### config.mk
export PLATFORM = sky130hd
export DESIGN_NAME = matvec_top
export DESIGN_NICKNAME = d
export VERILOG_FILES = /design/src/design/matvec_pkg.sv /design/src/design/coeff_memory.sv /design/src/design/pipe_multiplier.sv /design/src/design/mac_datapath.sv /design/src/design/matvec_control.sv /design/src/design/matvec_top.sv
export VERILOG_INCLUDE_DIRS = /design/src /design/src/design
export SDC_FILE = /design/constraint.sdc
export NUM_CORES = 2
export LEC_CHECK = 0
export BUFFER_PORTS_ARGS = -buffer_cell sky130_fd_sc_hd__clkbuf_2
export CAP_MARGIN = 30
export CORE_MARGIN = 4
export CORE_UTILIZATION = 63
export CTS_CLUSTER_DIAMETER = 120
export CTS_CLUSTER_SIZE = 25
export DETAILED_ROUTE_END_ITERATION = 8
export PLACE_DENSITY_LB_ADDON = 0.08
export SLEW_MARGIN = 0
export SYNTH_ARGS = -nofsm -noshare
export SYNTH_HDL_FRONTEND = slang
export SYNTH_SLANG_ARGS = --single-unit
### constraint.sdc
create_clock -name clk -period 7.4 [get_ports clk]
set_input_delay 1.11 -clock clk [delete_from_list [all_inputs] [get_ports clk]]
set_output_delay 1.11 -clock clk [all_outputs]
set_load 0.02 [all_outputs]
### src/design/matvec_defs.svh
`ifndef MATVEC_DEFS_SVH
`define MATVEC_DEFS_SVH

// the matrix is MATVEC_N by MATVEC_N and the vector has MATVEC_N entries
`define MATVEC_N 8

// width of every matrix and vector element on the input stream
`define MATVEC_IN_W 14

// a full 14x14 signed product fits exactly in 28 bits
// the accumulator keeps the same width and saturates instead of growing
`define MATVEC_ACC_W 28

// register stages inside the multiplier, at least 1
`define MATVEC_MULT_STAGES 3

`endif

### src/design/matvec_pkg.sv
`include "matvec_defs.svh"

package matvec_pkg;

    // one signed matrix or vector element
    typedef logic signed [`MATVEC_IN_W-1:0] elem_t;

    // signed product and running row sum
    typedef logic signed [`MATVEC_ACC_W-1:0] acc_t;

    // matrix memory is row major, so the address is {row, column}
    typedef logic [$clog2(`MATVEC_N*`MATVEC_N)-1:0] w_addr_t;

    // vector memory address, also the column index
    typedef logic [$clog2(`MATVEC_N)-1:0] x_addr_t;

endpackage

### src/design/coeff_memory.sv
`timescale 1ns/1ps

module coeff_memory #(
    parameter int DEPTH = 8
) (
    input  logic                     clk,
    input  logic                     wr_en,
    input  logic [$clog2(DEPTH)-1:0] addr,
    input  matvec_pkg::elem_t        data_in,
    output matvec_pkg::elem_t        data_out
);

    matvec_pkg::elem_t mem [DEPTH];

    // read is registered and returns the old value when a write hits the same address
    always_ff @(posedge clk) begin
        data_out <= mem[addr];
        if (wr_en) begin
            mem[addr] <= data_in;
        end
    end

endmodule

### src/design/pipe_multiplier.sv
`timescale 1ns/1ps

module pipe_multiplier #(
    parameter int STAGES = 3
) (
    input  logic              clk,
    input  matvec_pkg::elem_t a,
    input  matvec_pkg::elem_t b,
    output matvec_pkg::acc_t  product
);

    matvec_pkg::acc_t full_product;
    matvec_pkg::acc_t stage_q [STAGES];

    // both operands are sign extended to the product width, so nothing is lost
    assign full_product = matvec_pkg::acc_t'(a) * matvec_pkg::acc_t'(b);

    // the product moves through STAGES registers and the datapath flags mark the real ones
    always_ff @(posedge clk) begin
        stage_q[0] <= full_product;
        for (int i = 1; i < STAGES; i++) begin
            stage_q[i] <= stage_q[i-1];
        end
    end

    assign product = stage_q[STAGES-1];

endmodule

### src/design/mac_datapath.sv
`timescale 1ns/1ps
`include "matvec_defs.svh"

module mac_datapath (
    input  logic                clk,
    input  logic                reset,
    input  matvec_pkg::elem_t   input_data,
    input  logic                w_wr_en,
    input  logic                x_wr_en,
    input  matvec_pkg::w_addr_t w_addr,
    input  matvec_pkg::x_addr_t x_addr,
    input  logic                rd_en,
    input  logic                row_first,
    input  logic                row_last,
    output logic                output_valid,
    input  logic                output_ready,
    output matvec_pkg::acc_t    output_data,
    output logic                result_taken
);

    // one cycle for the memory read plus the multiplier stages
    localparam int LAT = 1 + `MATVEC_MULT_STAGES;

    localparam matvec_pkg::acc_t ACC_MAX = {1'b0, {(`MATVEC_ACC_W-1){1'b1}}};
    localparam matvec_pkg::acc_t ACC_MIN = {1'b1, {(`MATVEC_ACC_W-1){1'b0}}};

    matvec_pkg::elem_t w_q;
    matvec_pkg::elem_t x_q;
    matvec_pkg::acc_t  product;
    matvec_pkg::acc_t  acc;
    matvec_pkg::acc_t  acc_next;
    logic [LAT-1:0]    vld_q;
    logic [LAT-1:0]    first_q;
    logic [LAT-1:0]    last_q;

    // add one bit of headroom and clamp when the sign bits disagree
    function automatic matvec_pkg::acc_t sat_add(input matvec_pkg::acc_t x,
                                                 input matvec_pkg::acc_t y);
        logic signed [`MATVEC_ACC_W:0] wide;
        wide = {x[`MATVEC_ACC_W-1], x} + {y[`MATVEC_ACC_W-1], y};
        if (wide[`MATVEC_ACC_W] != wide[`MATVEC_ACC_W-1]) begin
            return wide[`MATVEC_ACC_W] ? ACC_MIN : ACC_MAX;
        end
        return wide[`MATVEC_ACC_W-1:0];
    endfunction

    coeff_memory #(.DEPTH(`MATVEC_N * `MATVEC_N)) u_w_mem (
        .clk      (clk),
        .wr_en    (w_wr_en),
        .addr     (w_addr),
        .data_in  (input_data),
        .data_out (w_q)
    );

    coeff_memory #(.DEPTH(`MATVEC_N)) u_x_mem (
        .clk      (clk),
        .wr_en    (x_wr_en),
        .addr     (x_addr),
        .data_in  (input_data),
        .data_out (x_q)
    );

    pipe_multiplier #(.STAGES(`MATVEC_MULT_STAGES)) u_mult (
        .clk     (clk),
        .a       (w_q),
        .b       (x_q),
        .product (product)
    );

    // flags ride along with each read so the top bit lines up with its product
    always_ff @(posedge clk) begin
        if (reset) begin
            vld_q   <= '0;
            first_q <= '0;
            last_q  <= '0;
        end else begin
            vld_q   <= {vld_q[LAT-2:0], rd_en};
            first_q <= {first_q[LAT-2:0], row_first};
            last_q  <= {last_q[LAT-2:0], row_last};
        end
    end

    assign acc_next = first_q[LAT-1] ? product : sat_add(acc, product);

    always_ff @(posedge clk) begin
        if (vld_q[LAT-1]) begin
            acc <= acc_next;
        end
        if (vld_q[LAT-1] && last_q[LAT-1]) begin
            output_data <= acc_next;   // held until the next row finishes
        end
    end

    always_ff @(posedge clk) begin
        if (reset) begin
            output_valid <= 1'b0;
        end else if (vld_q[LAT-1] && last_q[LAT-1]) begin
            output_valid <= 1'b1;
        end else if (result_taken) begin
            output_valid <= 1'b0;
        end
    end

    // the control never issues a new row before this pulse, so load and clear never meet
    assign result_taken = output_valid && output_ready;

endmodule

### src/design/matvec_control.sv
`timescale 1ns/1ps
`include "matvec_defs.svh"

module matvec_control (
    input  logic                clk,
    input  logic                reset,
    input  logic                input_valid,
    input  logic                new_matrix,
    output logic                input_ready,
    input  logic                result_taken,
    output logic                w_wr_en,
    output logic                x_wr_en,
    output matvec_pkg::w_addr_t w_addr,
    output matvec_pkg::x_addr_t x_addr,
    output logic                rd_en,
    output logic                row_first,
    output logic                row_last
);

    localparam matvec_pkg::x_addr_t LAST_IDX  = matvec_pkg::x_addr_t'(`MATVEC_N - 1);
    localparam matvec_pkg::w_addr_t LAST_ELEM =
        matvec_pkg::w_addr_t'(`MATVEC_N * `MATVEC_N - 1);

    // ST_LOAD_W doubles as idle, it waits for the first word of the next job
    typedef enum logic [1:0] {
        ST_LOAD_W,
        ST_LOAD_X,
        ST_ISSUE,
        ST_WAIT
    } state_t;

    state_t              state;
    matvec_pkg::w_addr_t elem_cnt;     // matrix words written so far
    matvec_pkg::x_addr_t col;          // vector load index and compute column
    matvec_pkg::x_addr_t row;          // row being computed
    logic                accept;
    logic                matrix_word;

    always_comb begin
        input_ready = (state == ST_LOAD_W) || (state == ST_LOAD_X);
        accept      = input_valid && input_ready;

        // new_matrix only counts with the first word, later words follow the counter
        matrix_word = (state == ST_LOAD_W) && ((elem_cnt != '0) || new_matrix);

        // writes happen on the same edge that accepts the word
        w_wr_en = accept && matrix_word;
        x_wr_en = accept && !matrix_word;

        // one port per memory, shared between loading and reading
        w_addr = (state == ST_LOAD_W) ? elem_cnt : {row, col};
        x_addr = col;

        rd_en     = (state == ST_ISSUE);
        row_first = rd_en && (col == '0);
        row_last  = rd_en && (col == LAST_IDX);
    end

    always_ff @(posedge clk) begin
        if (reset) begin
            state    <= ST_LOAD_W;
            elem_cnt <= '0;
            col      <= '0;
            row      <= '0;
        end else begin
            case (state)
                ST_LOAD_W: begin
                    if (accept) begin
                        if (matrix_word) begin
                            elem_cnt <= elem_cnt + 1'b1;   // wraps to 0 after the last word
                            if (elem_cnt == LAST_ELEM) begin
                                state <= ST_LOAD_X;
                            end
                        end else begin
                            // matrix reuse, this word was already vector entry 0
                            col   <= col + 1'b1;
                            state <= ST_LOAD_X;
                        end
                    end
                end

                ST_LOAD_X: begin
                    if (accept) begin
                        col <= col + 1'b1;
                        if (col == LAST_IDX) begin
                            state <= ST_ISSUE;   // input_ready drops from the next cycle
                        end
                    end
                end

                ST_ISSUE: begin
                    // one read per cycle across the row, col wraps back to 0 at the end
                    col <= col + 1'b1;
                    if (col == LAST_IDX) begin
                        state <= ST_WAIT;
                    end
                end

                ST_WAIT: begin
                    // hold here while the consumer stalls the output
                    if (result_taken) begin
                        row <= row + 1'b1;
                        if (row == LAST_IDX) begin
                            state <= ST_LOAD_W;   // job done, take new input
                        end else begin
                            state <= ST_ISSUE;
                        end
                    end
                end

                default: begin
                    state <= ST_LOAD_W;
                end
            endcase
        end
    end

endmodule

### src/design/matvec_top.sv
`timescale 1ns/1ps

module matvec_top (
    input  logic               clk,
    input  logic               reset,
    input  logic               input_valid,
    output logic               input_ready,
    input  matvec_pkg::elem_t  input_data,
    input  logic               new_matrix,
    output logic               output_valid,
    input  logic               output_ready,
    output matvec_pkg::acc_t   output_data
);

    logic                w_wr_en;
    logic                x_wr_en;
    matvec_pkg::w_addr_t w_addr;
    matvec_pkg::x_addr_t x_addr;
    logic                rd_en;
    logic                row_first;
    logic                row_last;
    logic                result_taken;   // output handshake seen by the sequencer

    matvec_control u_control (
        .clk          (clk),
        .reset        (reset),
        .input_valid  (input_valid),
        .new_matrix   (new_matrix),
        .input_ready  (input_ready),
        .result_taken (result_taken),
        .w_wr_en      (w_wr_en),
        .x_wr_en      (x_wr_en),
        .w_addr       (w_addr),
        .x_addr       (x_addr),
        .rd_en        (rd_en),
        .row_first    (row_first),
        .row_last     (row_last)
    );

    mac_datapath u_datapath (
        .clk          (clk),
        .reset        (reset),
        .input_data   (input_data),
        .w_wr_en      (w_wr_en),
        .x_wr_en      (x_wr_en),
        .w_addr       (w_addr),
        .x_addr       (x_addr),
        .rd_en        (rd_en),
        .row_first    (row_first),
        .row_last     (row_last),
        .output_valid (output_valid),
        .output_ready (output_ready),
        .output_data  (output_data),
        .result_taken (result_taken)
    );

endmodule

==> impl_metrics.toml <==
[worst_setup_path]
crit-reg2reg-launch = "u_datapath.u_w_mem.data_out[13]"
critPathLaunchType = "flip-flop"
critical_path_class = "flip-flop to flip-flop"
cp_common_cell = "fa_1"
crit_path_end_kind = "flip-flop"
crit_required_ns = 7.98
slowest_delay_ns = 0.77
cp_slowest_cell = "fa_1"
arrival_ns = 6.78
cp_max_fo = 14
crit_start = "u_datapath.u_w_mem.data_out[13]"
worstPathCellList = "nand2_1, fa_1, fa_1, inv_1, fa_1, fa_1, fa_1, inv_1, fa_1, inv_1, ha_1, a21o_1, a21oi_1, o211ai_1, a311oi_1, o21ai_0, a21oi_1, xnor2_1"

[sta]
max_slew_margin = 0.309
fmax_mhz = 161
setup_viol_count_final = 0
skew_ns = 0.0251
drv_slew = 0
setup_tns_ns = 0
post-route-period-util = 0.838
setup_ws_ns = 1.20
fin_crit_ns = 6.20
grt_setup_unrepaired = "false"
hold_viol = 0
tightest_slew_ns = 1.03

[synthesis]
yosysWarningCount = 0
synth_fp_nets = 3765
ys.flop_type = "edfxtp_1"
syn_area_um2 = 51900
ys_types = 89
syn-mean-instance-area_um2 = 15.1
synth_edf_count = 1064
synthCells = 3448
synth_area_leader_cell = "edfxtp_1"
ys_async_sr_fraction = 0
synth_top_area_share = 0.615
ys_seq_area_frac = 0.669
ys_ff_latch = 1203
synth_area_leaders = "edfxtp_1, fa_1, dfxtp_1"

[floorplanning]
die_w_um = 295
dieArea_um2 = 87100
die_y_um = 295
io_pins = 49
core_um2 = 81800
fp-row-count = 105
initial_core_util = 0.635

[detailed_routing]
routed_wl_um = 132000
dr_total_vias = 30299
first_iter_violations = 3724
antenna_left = 0
vias_per_cell = 6.66
wl_per_cell_um = 29.0
drc = 0
drtPass1Iterations = 9

[clocking]
post-cts-setup-buffers = 0
numCtsBuffers = 54
cts.sinks = 1203
cts-resized-gates = 0
cts_tree = "built"
holdBufCountCts = 0
cts_root_buf = "clkbuf_16"
htree_levels = 2
insertion_delay_ns = 0.66
clkTransAtPathRegs_ns = 0.10
clock_path_buffers = 3

[grt]
grt_pass1_vias = 30776
grt_pass1_wl_um = 196000
grt_max_degree = 99
grt_usage = 0.306
antenna_found_initial = 3
overflow = 0

[place]
io_buffers = 48
place_ws_ns = 1.22
place_area_um2 = 53600
hpwl_um = 80900
gp_congestion = 0.884

[cells_and_area]
fill_cells = 5659
syn_to_final_growth_pct = 6.11
fin_area_um2 = 55100
layout-drive-gt1-share = 0.0943
final_nets = 3776

[run]
drv_cap = 0

[status]
status = "complete, no violations"

[min_path]
worstHoldStart = "u_datapath.u_mult.stage_q[0][28]"
hold_class = "flip-flop to flip-flop"
[layer usage]
| layer | global-route usage | vias to the layer above | routed length (um) |
|---|---|---|---|
| li1 | - | 12981 | - |
| met4 | 0.130 | 0 | 6310 |
| met3 | 0.0476 | 293 | 12200 |
| met1 | 0.401 | 15419 | 48400 |
| met5 | 0 | - | 0 |
| met2 | 0.520 | 1606 | 65200 |
[synthesized netlist by cell type, types with 5 or more instances]
| cell type | number |
|---|---|
| edfxtp_1 | 1064 |
| a22oi_1 | 275 |
| inv_1 | 249 |
| fa_1 | 196 |
| nand2_1 | 196 |
| nor2_1 | 145 |
| dfxtp_1 | 139 |
| and2_1 | 113 |
| ha_1 | 102 |
| clkbuf_1 | 88 |
| a21oi_1 | 76 |
| buf_2 | 66 |
| a22o_1 | 60 |
| a221oi_1 | 53 |
| a31oi_1 | 49 |
| nand3_1 | 41 |
| xnor2_1 | 40 |
| o21ai_0 | 38 |
| a222oi_1 | 36 |
| nor2b_1 | 36 |
| a41oi_1 | 32 |
| nor3_1 | 25 |
| nand4_1 | 23 |
| a21o_1 | 22 |
| a21oi_2 | 21 |
| xor2_1 | 19 |
| mux4_2 | 18 |
| mux2i_1 | 16 |
| o21ai_1 | 14 |
| nor4_1 | 13 |
| buf_1 | 12 |
| mux2_2 | 12 |
| nand2b_1 | 12 |
| buf_4 | 9 |
| o211ai_1 | 8 |
| o21bai_1 | 8 |
| a211oi_1 | 7 |
| and3_1 | 7 |
| o2111ai_1 | 7 |
| nand3b_1 | 6 |
| o22ai_1 | 6 |
| buf_6 | 5 |
| o21a_1 | 5 |
[stage by stage]
step	std cells	util	hold WS, ns
2_1_floorplan	3448	-	0.310
3_3_place_gp	4467	0.654	0.310
3_5_place_dp	4469	0.655	0.312
4_1_cts	4545	0.673	0.330
5_1_grt	4549	0.673	0.335
6_report	4550	0.674	0.329
[worst max-delay path: cells and delay by family (launching register included)]
family                     cells  cell delay, ns
AOI/OAI and AO/OA              6            1.22
xor gates and xnor gates       1            0.14
adders and majority gates      7            3.65
buffers and inverters          3            0.25
DFF                            1            0.63
and+or+nand+nor                1            0.23
[sequential cells by signal, summed over array words and instances (netlist names), 3 cells and up]
name and count:
u_datapath.u_mult.stage_q 84, u_datapath.u_w_mem.mem 896, u_datapath.u_x_mem.mem 112, u_datapath.last_q 4, u_datapath.acc 28, u_control.row 3
u_datapath.u_w_mem.data_out 14, u_datapath.vld_q 4, u_datapath.first_q 4, u_datapath.u_x_mem.data_out 14, u_control.x_addr 3, u_datapath.output_data 28
u_control.elem_cnt 6
[cells by family after synthesis]
| kind of cell | after synthesis | share of synthesized area |
|---|---|---|
| flops | 1203 | 0.669 |
| compound gates | 766 | 0.113 |
| simple gates | 645 | 0.0610 |
| buf+inv | 430 | 0.0341 |
| fa+ha+maj | 299 | 0.100 |
| xor+xnor | 59 | 0.00995 |
| mux | 46 | 0.0135 |
[layout make-up]
cell class                      instances  area (um2)  area share
Sequential cell                      1203       34700       0.630
Multi-Input combinational cell       1815       15600       0.283
Clock buffer                           71        1420      0.0257
Tap cell                             1070        1340      0.0243
Timing Repair Buffer                  136        1010      0.0183
Inverter                              249         935      0.0170
Clock inverter                          5        68.8     0.00125
Antenna cell                            1        2.50   0.0000454
[final timing paths]
kind,to,slack (ns),depth (start not counted)
setup / recovery,u_datapath.u_mult.stage_q[0][27],1.20,18
hold / removal,u_datapath.u_mult.stage_q[0][56],0.33,0
setup reg to reg,u_datapath.u_mult.stage_q[0][27],1.20,18
hold reg to reg,u_datapath.u_mult.stage_q[0][56],0.33,0
[cells in the final DEF (no fill, tap or decap), types with 32 or more instances in the layout]
| cell | n |
|---|---|
| a21oi_1 | 76 |
| a221oi_1 | 53 |
| a222oi_1 | 36 |
| a22o_1 | 60 |
| a22oi_1 | 275 |
| a31oi_1 | 49 |
| a41oi_1 | 32 |
| and2_1 | 109 |
| buf_4 | 77 |
| clkbuf_16 | 54 |
| clkbuf_2 | 49 |
| dfxtp_1 | 138 |
| edfxtp_1 | 1064 |
| fa_1 | 196 |
| ha_1 | 102 |
| inv_1 | 249 |
| nand2_1 | 196 |
| nand3_1 | 41 |
| nor2_1 | 104 |
| nor2_2 | 41 |
| nor2b_1 | 36 |
| o21ai_0 | 38 |
| xnor2_1 | 40 |
Power is left out: the tool's default activity adds up to more than one toggle a clock period on the data nets, which glitch-free logic cannot reach.
